[src/fa_cfg.svh]
`ifndef FA_CFG_SVH
`define FA_CFG_SVH

// pixel and index widths
`define FA_DATA_W 8
`define FA_INDEX_W 11

// line geometry, indices 0 .. dark + color
`define FA_DARK_PIXELS 16
`define FA_COLOR_PIXELS 1024

// reset defaults of the config registers
`define FA_DEF_THRESHOLD 96
`define FA_DEF_P0_START 18
`define FA_DEF_P0_STOP 50
`define FA_DEF_P1_START 272
`define FA_DEF_P1_STOP 304
`define FA_DEF_P2_START 784
`define FA_DEF_P2_STOP 816

// blink periods in lines
`define FA_F0_PERIOD 4
`define FA_F1_PERIOD 8
`define FA_DEVIATION 1

`define FA_PERIOD_W 12
`define FA_RESULT_W 32
`define FA_POINTS 3

`endif
[src/fa_pkg.sv]
`include "fa_cfg.svh"

package fa_pkg;

    typedef logic [`FA_DATA_W-1:0] pixel_t;
    typedef logic [`FA_INDEX_W-1:0] index_t;
    typedef logic [`FA_RESULT_W-1:0] result_t;

    // window covers start .. stop-1, decision at stop
    typedef struct packed {
        index_t start;
        index_t stop;
    } window_t;

    typedef enum logic [2:0] {
        THRESHOLD = 3'd0,
        P0_START  = 3'd1,
        P0_STOP   = 3'd2,
        P1_START  = 3'd3,
        P1_STOP   = 3'd4,
        P2_START  = 3'd5,
        P2_STOP   = 3'd6
    } cfg_addr_e;

    // unknown counters sit after the six band counters
    typedef enum logic [3:0] {
        P0_F0      = 4'd0,
        P0_F1      = 4'd1,
        P1_F0      = 4'd2,
        P1_F1      = 4'd3,
        P2_F0      = 4'd4,
        P2_F1      = 4'd5,
        P0_UNKNOWN = 4'd6,
        P1_UNKNOWN = 4'd7,
        P2_UNKNOWN = 4'd8
    } result_addr_e;

endpackage

[src/line_if.sv]
`timescale 1ns/10ps
`include "fa_cfg.svh"

interface line_if;

    logic [`FA_DATA_W-1:0] pixel;
    logic [`FA_INDEX_W-1:0] index;
    logic line_end;
    logic active;

    modport scanner (
        output pixel,
        output index,
        output line_end,
        output active
    );

    modport point (
        input pixel,
        input index,
        input line_end,
        input active
    );

endinterface

[src/freq_analyzer_top.sv]
`timescale 1ns/10ps
`include "fa_cfg.svh"

module freq_analyzer_top (
    input  logic                 pixel_clock,
    input  logic                 rst_n,
    input  logic                 start,
    input  logic                 stop,
    input  logic                 clear,
    input  fa_pkg::pixel_t       data,
    input  logic                 cfg_write,
    input  fa_pkg::cfg_addr_e    cfg_addr,
    input  fa_pkg::index_t       cfg_data,
    input  fa_pkg::result_addr_e read_addr,
    output fa_pkg::result_t      read_data,
    output logic                 done
);

    fa_pkg::pixel_t          threshold;
    fa_pkg::window_t         window [`FA_POINTS];
    logic [`FA_POINTS-1:0]   light;
    fa_pkg::result_t         f0_time [`FA_POINTS];
    fa_pkg::result_t         f1_time [`FA_POINTS];
    fa_pkg::result_t         unknown_time [`FA_POINTS];

    line_if line_bus ();

    scan_timing u_scan (
        .pixel_clock (pixel_clock),
        .rst_n       (rst_n),
        .start       (start),
        .stop        (stop),
        .data        (data),
        .bus         (line_bus),
        .done        (done)
    );

    config_regs u_regs (
        .pixel_clock (pixel_clock),
        .rst_n       (rst_n),
        .cfg_write   (cfg_write),
        .cfg_addr    (cfg_addr),
        .cfg_data    (cfg_data),
        .read_addr   (read_addr),
        .p0_f0       (f0_time[0]),
        .p0_f1       (f1_time[0]),
        .p0_unknown  (unknown_time[0]),
        .p1_f0       (f0_time[1]),
        .p1_f1       (f1_time[1]),
        .p1_unknown  (unknown_time[1]),
        .p2_f0       (f0_time[2]),
        .p2_f1       (f1_time[2]),
        .p2_unknown  (unknown_time[2]),
        .threshold   (threshold),
        .window0     (window[0]),
        .window1     (window[1]),
        .window2     (window[2]),
        .read_data   (read_data)
    );

    // one window and one classifier per light point
    for (genvar i = 0; i < `FA_POINTS; i++)
    begin : g_point
        point_window u_window (
            .pixel_clock (pixel_clock),
            .rst_n       (rst_n),
            .bus         (line_bus),
            .window      (window[i]),
            .threshold   (threshold),
            .light       (light[i])
        );

        blink_classifier u_blink (
            .pixel_clock  (pixel_clock),
            .rst_n        (rst_n),
            .bus          (line_bus),
            .clear        (clear),
            .light        (light[i]),
            .f0_time      (f0_time[i]),
            .f1_time      (f1_time[i]),
            .unknown_time (unknown_time[i])
        );
    end

endmodule

[src/config_regs.sv]
`timescale 1ns/10ps
`include "fa_cfg.svh"

module config_regs (
    input  logic                 pixel_clock,
    input  logic                 rst_n,
    input  logic                 cfg_write,
    input  fa_pkg::cfg_addr_e    cfg_addr,
    input  fa_pkg::index_t       cfg_data,
    input  fa_pkg::result_addr_e read_addr,
    input  fa_pkg::result_t      p0_f0,
    input  fa_pkg::result_t      p0_f1,
    input  fa_pkg::result_t      p0_unknown,
    input  fa_pkg::result_t      p1_f0,
    input  fa_pkg::result_t      p1_f1,
    input  fa_pkg::result_t      p1_unknown,
    input  fa_pkg::result_t      p2_f0,
    input  fa_pkg::result_t      p2_f1,
    input  fa_pkg::result_t      p2_unknown,
    output fa_pkg::pixel_t       threshold,
    output fa_pkg::window_t      window0,
    output fa_pkg::window_t      window1,
    output fa_pkg::window_t      window2,
    output fa_pkg::result_t      read_data
);

    ////////////////////////////////////////////////////////////////////////////
    // writable registers
    ////////////////////////////////////////////////////////////////////////////

    always_ff @(posedge pixel_clock)
    begin
        if (!rst_n)
        begin
            threshold     <= fa_pkg::pixel_t'(`FA_DEF_THRESHOLD);
            window0.start <= fa_pkg::index_t'(`FA_DEF_P0_START);
            window0.stop  <= fa_pkg::index_t'(`FA_DEF_P0_STOP);
            window1.start <= fa_pkg::index_t'(`FA_DEF_P1_START);
            window1.stop  <= fa_pkg::index_t'(`FA_DEF_P1_STOP);
            window2.start <= fa_pkg::index_t'(`FA_DEF_P2_START);
            window2.stop  <= fa_pkg::index_t'(`FA_DEF_P2_STOP);
        end
        else if (cfg_write)
        begin
            case (cfg_addr)
                // threshold takes the low byte only
                fa_pkg::THRESHOLD: threshold     <= cfg_data[`FA_DATA_W-1:0];
                fa_pkg::P0_START:  window0.start <= cfg_data;
                fa_pkg::P0_STOP:   window0.stop  <= cfg_data;
                fa_pkg::P1_START:  window1.start <= cfg_data;
                fa_pkg::P1_STOP:   window1.stop  <= cfg_data;
                fa_pkg::P2_START:  window2.start <= cfg_data;
                fa_pkg::P2_STOP:   window2.stop  <= cfg_data;
                default:
                begin
                end
            endcase
        end
    end

    ////////////////////////////////////////////////////////////////////////////
    // result readback
    ////////////////////////////////////////////////////////////////////////////

    always_ff @(posedge pixel_clock)
    begin
        if (!rst_n)
            read_data <= '0;
        else
        begin
            case (read_addr)
                fa_pkg::P0_F0:      read_data <= p0_f0;
                fa_pkg::P0_F1:      read_data <= p0_f1;
                fa_pkg::P1_F0:      read_data <= p1_f0;
                fa_pkg::P1_F1:      read_data <= p1_f1;
                fa_pkg::P2_F0:      read_data <= p2_f0;
                fa_pkg::P2_F1:      read_data <= p2_f1;
                fa_pkg::P0_UNKNOWN: read_data <= p0_unknown;
                fa_pkg::P1_UNKNOWN: read_data <= p1_unknown;
                fa_pkg::P2_UNKNOWN: read_data <= p2_unknown;
                default:            read_data <= '0;
            endcase
        end
    end

endmodule

[src/blink_classifier.sv]
`timescale 1ns/10ps
`include "fa_cfg.svh"

module blink_classifier (
    input  logic             pixel_clock,
    input  logic             rst_n,
    line_if.point            bus,
    input  logic             clear,
    input  logic             light,
    output fa_pkg::result_t  f0_time,
    output fa_pkg::result_t  f1_time,
    output fa_pkg::result_t  unknown_time
);

    typedef logic [`FA_PERIOD_W-1:0] period_t;

    localparam period_t F0_LO = period_t'(`FA_F0_PERIOD - `FA_DEVIATION);
    localparam period_t F0_HI = period_t'(`FA_F0_PERIOD + `FA_DEVIATION);
    localparam period_t F1_LO = period_t'(`FA_F1_PERIOD - `FA_DEVIATION);
    localparam period_t F1_HI = period_t'(`FA_F1_PERIOD + `FA_DEVIATION);

    logic    light_q;
    logic    rise;
    logic    armed;
    period_t period;
    logic    in_f0;
    logic    in_f1;

    assign rise  = light && !light_q;
    assign in_f0 = (period >= F0_LO) && (period <= F0_HI);
    assign in_f1 = (period >= F1_LO) && (period <= F1_HI);

    always_ff @(posedge pixel_clock)
    begin
        if (!rst_n)
            light_q <= 1'b0;
        else
            light_q <= light;
    end

    ////////////////////////////////////////////////////////////////////////////
    // period counter and accumulators
    ////////////////////////////////////////////////////////////////////////////

    always_ff @(posedge pixel_clock)
    begin
        if (!rst_n || clear)
        begin
            armed        <= 1'b0;
            period       <= '0;
            f0_time      <= '0;
            f1_time      <= '0;
            unknown_time <= '0;
        end
        else if (!bus.active)
        begin
            // totals stay readable after stop
            armed  <= 1'b0;
            period <= '0;
        end
        else if (rise)
        begin
            armed  <= 1'b1;
            period <= period_t'(bus.line_end);
            // first edge of a run only arms
            if (armed)
            begin
                if (in_f0)
                    f0_time <= f0_time + fa_pkg::result_t'(period);
                else if (in_f1)
                    f1_time <= f1_time + fa_pkg::result_t'(period);
                else
                    unknown_time <= unknown_time + fa_pkg::result_t'(period);
            end
        end
        else if (bus.line_end && period != '1)
        begin
            period <= period + 1'b1;
        end
    end

endmodule

[src/point_window.sv]
`timescale 1ns/10ps
`include "fa_cfg.svh"

module point_window (
    input  logic             pixel_clock,
    input  logic             rst_n,
    line_if.point            bus,
    input  fa_pkg::window_t  window,
    input  fa_pkg::pixel_t   threshold,
    output logic             light
);

    fa_pkg::pixel_t max_value;
    fa_pkg::pixel_t min_value;
    fa_pkg::pixel_t spread;
    fa_pkg::pixel_t midpoint;
    logic           in_window;
    logic           at_stop;

    assign in_window = (bus.index >= window.start) && (bus.index < window.stop);
    assign at_stop   = (bus.index == window.stop);

    // half the spread, truncated, never overflows past max
    assign spread   = max_value - min_value;
    assign midpoint = min_value + (spread >> 1);

    ////////////////////////////////////////////////////////////////////////////
    // extremes and decision
    ////////////////////////////////////////////////////////////////////////////

    always_ff @(posedge pixel_clock)
    begin
        if (!rst_n || !bus.active)
        begin
            max_value <= '0;
            min_value <= '1;
            light     <= 1'b0;
        end
        else if (at_stop)
        begin
            light     <= (midpoint > threshold);
            // re-arm for the next line
            max_value <= '0;
            min_value <= '1;
        end
        else if (in_window)
        begin
            if (bus.pixel > max_value)
                max_value <= bus.pixel;
            if (bus.pixel < min_value)
                min_value <= bus.pixel;
        end
    end

endmodule

[src/scan_timing.sv]
`timescale 1ns/10ps
`include "fa_cfg.svh"

module scan_timing (
    input  logic            pixel_clock,
    input  logic            rst_n,
    input  logic            start,
    input  logic            stop,
    input  fa_pkg::pixel_t  data,
    line_if.scanner         bus,
    output logic            done
);

    localparam fa_pkg::index_t LAST_INDEX =
        fa_pkg::index_t'(`FA_DARK_PIXELS + `FA_COLOR_PIXELS);

    logic enable;

    ////////////////////////////////////////////////////////////////////////////
    // run control
    ////////////////////////////////////////////////////////////////////////////

    always_ff @(posedge pixel_clock)
    begin
        if (!rst_n)
        begin
            enable <= 1'b0;
            done   <= 1'b0;
        end
        else if (start)
        begin
            enable <= 1'b1;
            done   <= 1'b0;
        end
        else if (stop)
        begin
            enable <= 1'b0;
            done   <= 1'b1;
        end
    end

    ////////////////////////////////////////////////////////////////////////////
    // pixel index and data
    ////////////////////////////////////////////////////////////////////////////

    // index parks at 0 while idle and on the stop edge
    always_ff @(posedge pixel_clock)
    begin
        if (!rst_n)
            bus.index <= '0;
        else if (!enable || stop || bus.index == LAST_INDEX)
            bus.index <= '0;
        else
            bus.index <= bus.index + 1'b1;
    end

    always_ff @(posedge pixel_clock)
    begin
        bus.pixel <= data;
    end

    assign bus.active   = enable;
    assign bus.line_end = enable && (bus.index == LAST_INDEX);

endmodule

[config.mk]
export PLATFORM = sky130hd
export DESIGN_NAME = freq_analyzer_top
export DESIGN_NICKNAME = d
export VERILOG_FILES = /design/src/fa_pkg.sv /design/src/line_if.sv /design/src/freq_analyzer_top.sv /design/src/config_regs.sv /design/src/blink_classifier.sv /design/src/point_window.sv /design/src/scan_timing.sv
export VERILOG_INCLUDE_DIRS = /design/src
export SDC_FILE = /design/constraint.sdc
export NUM_CORES = 2
export LEC_CHECK = 0
export BUFFER_PORTS_ARGS = -buffer_cell sky130_fd_sc_hd__buf_2
export CAP_MARGIN = 30
export CORE_ASPECT_RATIO = 2
export CORE_MARGIN = 1.5
export CORE_UTILIZATION = 65
export CTS_CLUSTER_SIZE = 14
export DETAILED_ROUTE_END_ITERATION = 7
export GPL_ROUTABILITY_DRIVEN = 0
export PLACE_DENSITY = 0.82
export SLEW_MARGIN = 5
export SYNTH_ARGS = -nofsm -noshare
export SYNTH_HDL_FRONTEND = slang
export SYNTH_SLANG_ARGS = --single-unit
export TNS_END_PERCENT = 50
[constraint.sdc]
create_clock -name pixel_clock -period 9.4 [get_ports pixel_clock]
set_input_delay 1.88 -clock pixel_clock [delete_from_list [all_inputs] [get_ports pixel_clock]]
set_output_delay 1.88 -clock pixel_clock [all_outputs]
set_load 0.01 [all_outputs]
---- After elaboration in Yosys (flattened, before gate mapping) ----
Cells that the tools add are included.
cells by class
  $add $sub $neg .......................... 19
  $lt $le $gt $ge ......................... 27
  equality and inequality tests ........... 21
  muxes and demuxes ....................... 9
  bitwise logic cells ..................... 8
  reductions and logical operators ........ 62
operators with widths
  operator                                                                 number
  32-bit by 12-bit adder with 32-bit output                                9
  32-bit one-hot mux with 9 select lines                                   1
  8-bit > comparator                                                       6
  12-bit by 1-bit adder with 12-bit output (second input constant)         3
  12-bit by 2-bit >= comparator with 1-bit output (second input constant)  3
  12-bit by 3-bit >= comparator with 1-bit output (second input constant)  3
  12-bit by 3-bit <= comparator with 1-bit output (second input constant)  3
  12-bit by 4-bit <= comparator with 1-bit output (second input constant)  3
  12-bit != test (second input constant)                                   3
  11-bit == test                                                           3
  11-bit >= comparator                                                     3
  11-bit less-than comparator                                              3
  5-bit AND reduction                                                      6
  2-bit AND reduction                                                      13
  8-bit by 7-bit adder with 8-bit output                                   3
  8-bit less-than comparator                                               3
  8-bit subtractor                                                         3
  4-bit by 3-bit == test with 1-bit output (second input constant)         4
  1-bit logical AND                                                        16
  4-bit AND reduction                                                      3
  2-bit OR reduction                                                       6
  11-bit by 1-bit adder with 11-bit output (second input constant)         1
  11-bit == test (second input constant)                                   1
  3-bit == test (second input constant)                                    3
  13 further kinds                                                         41
storage, ports and cells
  bits in registers ....................... 508
  bits of input ports ..................... 32
  output and inout bits ................... 33

---- Longest topological paths before layout ----
  depth in word-level cells ............... 5
  mapped depth ............................ 19
  depth with buffers taken out ............ 19

---- Modules after synthesis ----
Synthesis repeated with hierarchy kept, for this count alone.
second synthesis, totals
  cell total of the unflattened synthesis .. 4100
  area, all modules ....................... 33205.6 um2
modules (own cells, without submodules)
  module                                      times used  cells each  area each (um2)  seq. area each (um2)
  blink_classifier at g_point[0].u_blink ...  2           803         6511.2           2202.1
  point_window                                3           297         2346.0           340.3
  blink_classifier at g_point[1].u_blink      1           817         6606.3           2202.1
  config_regs                                 1           713         5769.3           2122.0
  scan_timing                                 1           73          769.5            420.4

---- Worst setup path after synthesis ----
OpenSTA, ideal clock, no wires.
  kind .................................... input to register
  start ................................... in rst_n
  end ..................................... reg g_point[1].u_blink.f0_time[17]
  arrival time ............................ 3.224 ns
  path slack .............................. 6.049 ns
  stages on the path ...................... 7
  buffers on the path ..................... 5
  cell sequence ........................... clkbuf_1 > nand2b_1 > clkbuf_1 > clkbuf_1 > clkbuf_1 > clkbuf_1 > nor2_1
on the way
  longest elaborated chain between the ends .. 2
ends and longest elaborated chain
  item                  line                    text
  from (decl)           freq_analyzer_top.sv:6  input logic rst_n,
  1-bit logical NOT     n/a
  1-bit logical OR      blink_classifier.sv:47  if (!rst_n || clear)
  to (signal assigned)  blink_classifier.sv:69  f0_time <= f0_time + fa_pkg::result_t'(period);
  to (decl)             blink_classifier.sv:10  output fa_pkg::result_t f0_time,
No other way between the ends.
A chain may end at the register's enable or synchronous reset.

---- Worst setup path in the final report ----
  start ................................... reg g_point[1].u_blink.period[4]
  end ..................................... reg g_point[1].u_blink.unknown_time[27]
on the way
  longest elaborated chain between the ends .. 4
  elaborated cells on any way between the ends .. 10
ends and longest elaborated chain
  item                                                                     line                                            text
  from (decl)                                                              blink_classifier.sv:25                          period_t period;
  from (signal assigned)                                                   blink_classifier.sv:64                          period <= period_t'(bus.line_end);
  from (signal assigned)                                                   blink_classifier.sv:78                          period <= period + 1'b1;
  12-bit by 2-bit >= comparator with 1-bit output (tied with other cells)  blink_classifier.sv:30                          assign in_f0 = (period >= F0_LO) && (period <= F0_HI);
  1-bit logical AND (on tied branches)                                     blink_classifier.sv:30, blink_classifier.sv:31
  1-bit NOT (no line)                                                      n/a
  5-bit AND reduction (no line)                                            n/a
  to (signal assigned)                                                     blink_classifier.sv:73                          unknown_time <= unknown_time + fa_pkg::result_t'(period);
  to (decl)                                                                blink_classifier.sv:12                          output fa_pkg::result_t unknown_time
Several ways; a longest one is shown, not always the timed one.

==> out/qor.json <==
{
  "setup_path": {
    "criticalPathCategory": "reg -> reg",
    "worst_setup_path_startpoint": "g_point[1].u_blink.period[4]$_SDFFE_PP0P_",
    "setup.worst_path.start_class": "flop",
    "timing.critical_path.to_type": "flop",
    "cp.arrival_ns": 4.66,
    "worst_ep_required_time_ns": 9.85,
    "rr_worst_depth": 8,
    "crit-reg2reg-capture": "g_point[1].u_blink.unknown_time[27]$_SDFFE_PP0P_",
    "r2r_slack_ns": 5.18,
    "crit_path_max_fanout": 10,
    "reg2reg_from": "g_point[1].u_blink.period[4]$_SDFFE_PP0P_"
  },
  "floorplanning": {
    "core_region_area_mm2": 0.0475,
    "std_cell_rows": 113,
    "die-height_um": 313,
    "io_pins": 65,
    "start_util_pct": 65.9,
    "die_w_um": 158,
    "die_area_mm2": 0.0496
  },
  "global_route": {
    "grt_max_degree": 177,
    "grt_first_pass_wirelength_um": 148000,
    "number_of_global_route_vias_before_repair": 29100,
    "grt.overflow.total": 0,
    "total_track_usage_pct": 38.2,
    "grt_antenna_before_repair": 2
  },
  "worst_hold_path": {
    "worst_hold_path.num_cells": 2,
    "worst_hold_path.endpoint": "u_regs.window0[14]$_SDFFE_PN0P_",
    "hold_path_class": "reg -> reg",
    "hp-start": "u_regs.window0[14]$_SDFFE_PN0P_"
  },
  "timing": {
    "worst-slew-pin-transition_ns": 1.23,
    "maxClockFrequency_mhz": 237,
    "fin_setup_tns_ns": 0,
    "grt_setup_unrepaired": "false",
    "final_min_period_over_clock_period_pct": 44.8,
    "slew-limit-headroom_pct": 17.4,
    "timing.clock.skew_ns": 0.0251,
    "setup_viol": 0,
    "timing.final.crit_period_ns": 4.22,
    "hold_viol_final": 0,
    "final_max_slew_viol_count": 0
  },
  "pwr": {
    "irDropWorstVdd_v": 0.000195,
    "power.leakage_nw": 13.0,
    "power-per-cell-area_mw_per_mm2": 127
  },
  "clock_network": {
    "cts_inserted_buffers": 48,
    "clk_latency_ns": 0.61,
    "hold_buffers": 0,
    "cts.root.buffer_cell": "sky130_fd_sc_hd__clkbuf_16",
    "worst_setup_hold_path_clk_slew_ns": 0.07,
    "cts_resized": 0,
    "ctsLongestPathBuffers": 3,
    "clock-sinks": 508,
    "cts_post_setup_buffers_inserted": 0,
    "tritoncts": "done",
    "htree_num_levels": 2
  },
  "route": {
    "detail_route.drc_violations": 0,
    "antenna_nets_post_route": 0,
    "routed_via_density": 6.49,
    "via_count": 29100,
    "drtIter0Drc": 2245,
    "first_pass_iters": 5,
    "postRouteWirelength_um": 93900,
    "route.detailed.wl_per_inst_um": 21.0
  },
  "flow_run": {
    "max_cap_viol_count": 0
  },
  "synth": {
    "synth_edf_count": 0,
    "synthFlopType": "sky130_fd_sc_hd__dfxtp_1",
    "synth_cell_types": 82,
    "synth_sequential_area_ratio_pct": 32.5,
    "async_flop_share_pct": 0,
    "synth.ff_latch_count": 508,
    "syn-num-nets": 4142,
    "yosysWarningCount": 0,
    "synthesis.area_per_instance_um2": 8.24,
    "post_synth_instance_area_mm2": 0.0313,
    "synthCells": 3802
  },
  "cells_and_area": {
    "antenna_cells": 0,
    "final_cell_mix": "sky130_fd_sc_hd__dfxtp_1 (508), sky130_fd_sc_hd__nand2_1 (426), sky130_fd_sc_hd__nor2_1 (297)",
    "final_std_cells_w_o_fill": 4481,
    "layout.cells.most_common": "sky130_fd_sc_hd__dfxtp_1",
    "multiInputGateArea_mm2": 0.0198,
    "seqCellArea_mm2": 0.0102,
    "post_route_cells_drive_above_1_share_pct": 5.98,
    "num-nets-final": 4154,
    "area_growth_syn_to_layout_pct": 8.02,
    "final.fill_count": 3859
  },
  "placed_design": {
    "dp.final_hpwl_um": 69100,
    "port_buffers": 64,
    "dp_cells": 4393
  },
  "run_status": {
    "outcome": "finished, final reports clean"
  }
}
[critical path, cell delays in order, from the launching register on]
cell and delay (ns):
sky130_fd_sc_hd__dfxtp_1 0.61, sky130_fd_sc_hd__ha_1 0.37, sky130_fd_sc_hd__a2111oi_0 0.93, sky130_fd_sc_hd__o21ai_0 0.41, sky130_fd_sc_hd__nor4b_1 0.28, sky130_fd_sc_hd__o21ai_1 0.85, sky130_fd_sc_hd__a2111oi_0 0.33, sky130_fd_sc_hd__xnor2_1 0.22
sky130_fd_sc_hd__nor2_1 0.05
[cell usage after synthesis, types with 46 or more instances]
| cell | n | area (um2) |
|---|---|---|
| sky130_fd_sc_hd__xor2_1 | 97 | 850 |
| sky130_fd_sc_hd__a21boi_0 | 77 | 578 |
| sky130_fd_sc_hd__a221oi_1 | 64 | 561 |
| sky130_fd_sc_hd__ha_1 | 293 | 3670 |
| sky130_fd_sc_hd__a21oi_1 | 229 | 1150 |
| sky130_fd_sc_hd__nand2_1 | 426 | 1600 |
| sky130_fd_sc_hd__mux2i_1 | 55 | 551 |
| sky130_fd_sc_hd__nand4_1 | 82 | 513 |
| sky130_fd_sc_hd__dfxtp_1 | 508 | 10200 |
| sky130_fd_sc_hd__o211ai_1 | 46 | 345 |
| sky130_fd_sc_hd__a22o_1 | 61 | 534 |
| sky130_fd_sc_hd__a211oi_1 | 60 | 450 |
| sky130_fd_sc_hd__nand3_1 | 139 | 696 |
| sky130_fd_sc_hd__o21ai_0 | 166 | 831 |
| sky130_fd_sc_hd__clkbuf_1 | 130 | 488 |
| sky130_fd_sc_hd__a21o_1 | 60 | 450 |
| sky130_fd_sc_hd__inv_1 | 224 | 841 |
| sky130_fd_sc_hd__xnor2_1 | 134 | 1170 |
| sky130_fd_sc_hd__or3_1 | 62 | 388 |
| sky130_fd_sc_hd__nor2_1 | 300 | 1130 |
| sky130_fd_sc_hd__nor3_1 | 72 | 360 |
[where the power goes]
group	leakage, nW	switching [mW]	internal (mW)	total (mW)
combinational	8.14	0.105	0.0427	0.148
clock	0.776	0.887	1.10	1.98
sequential	4.10	0.0139	2.16	2.18
total	13.0	1.01	3.30	4.31
[per-stage QoR]
step | instance area, um2 | utilization (%) | hold slack, ns | power [mW] | setup slack, ns
after floorplan | 31300 | - | 0.421 | 2.31 | 6.05
after global placement | 32200 | 67.8 | 0.446 | 2.37 | 4.82
after detailed placement | 32200 | 67.9 | 0.458 | 2.37 | 4.78
after CTS | 33800 | 71.2 | 0.467 | 4.31 | 5.39
after global routing | 33800 | 71.2 | 0.485 | 4.41 | 5.08
final | 33800 | 71.2 | 0.464 | 4.31 | 5.18
[worst max-delay path by stage]
| stage | endpoint | slack, ns |
|---|---|---|
| 2_1_floorplan | g_point[1].u_blink.f0_time[17]$_SDFFE_PP0P_ | 6.05 |
| 3_3_place_gp | g_point[2].u_window.min_value[0]$_SDFFE_PP1P_ | 4.82 |
| 3_5_place_dp | g_point[2].u_window.min_value[0]$_SDFFE_PP1P_ | 4.78 |
| 4_1_cts | g_point[2].u_window.min_value[0]$_SDFFE_PP1P_ | 5.39 |
| 5_1_grt | g_point[1].u_blink.unknown_time[27]$_SDFFE_PP0P_ | 5.08 |
| 6_report | g_point[1].u_blink.unknown_time[27]$_SDFFE_PP0P_ | 5.18 |
[metal layers]
layer  global-route usage (%)  vias up  routed length (um)
met5                        0        -                  16
met4                     36.3        2               10000
met3                     8.20      498                6110
met2                     66.5     1181               46400
met1                     36.3    13600               31400
li1                         -    13700                   -
[state kept, by name, indices dropped and copies added (netlist names), 3 cells and up]
register and flops:
g_point.u_blink.armed 3, g_point.u_blink.f0_time 96, g_point.u_blink.f1_time 96, g_point.u_blink.light_q 3
g_point.u_blink.period 36, g_point.u_blink.unknown_time 96, g_point.u_window.light 3, g_point.u_window.max_value 24
g_point.u_window.min_value 24, u_regs.read_data 32, u_regs.threshold 8, u_regs.window0 22
u_regs.window1 22, u_regs.window2 22, u_scan.bus.index 11, u_scan.bus.pixel 8
[final cells by class]
type	count	share of cell area, %
Clock buffer	68	4.16
Clock inverter	17	0.459
Inverter	225	2.50
Multi-Input combinational cell	2923	58.5
Sequential cell	508	30.1
Tap cell	632	2.34
Timing Repair Buffer	108	1.95
[logic make-up (layout without fill, tap and decap cells)]
group	after synthesis	count (layout)	share of synthesized area (%)
xor gates and xnor gates	231	231	6.46
DFF	508	508	32.5
AOI/OAI and AO/OA	973	973	20.9
muxes	56	56	1.79
and+or+nand+nor	1355	1355	21.2
buffers and inverters	371	418	4.52
adders and majority gates	308	308	12.7
Power figures use the tool's default switching activity.
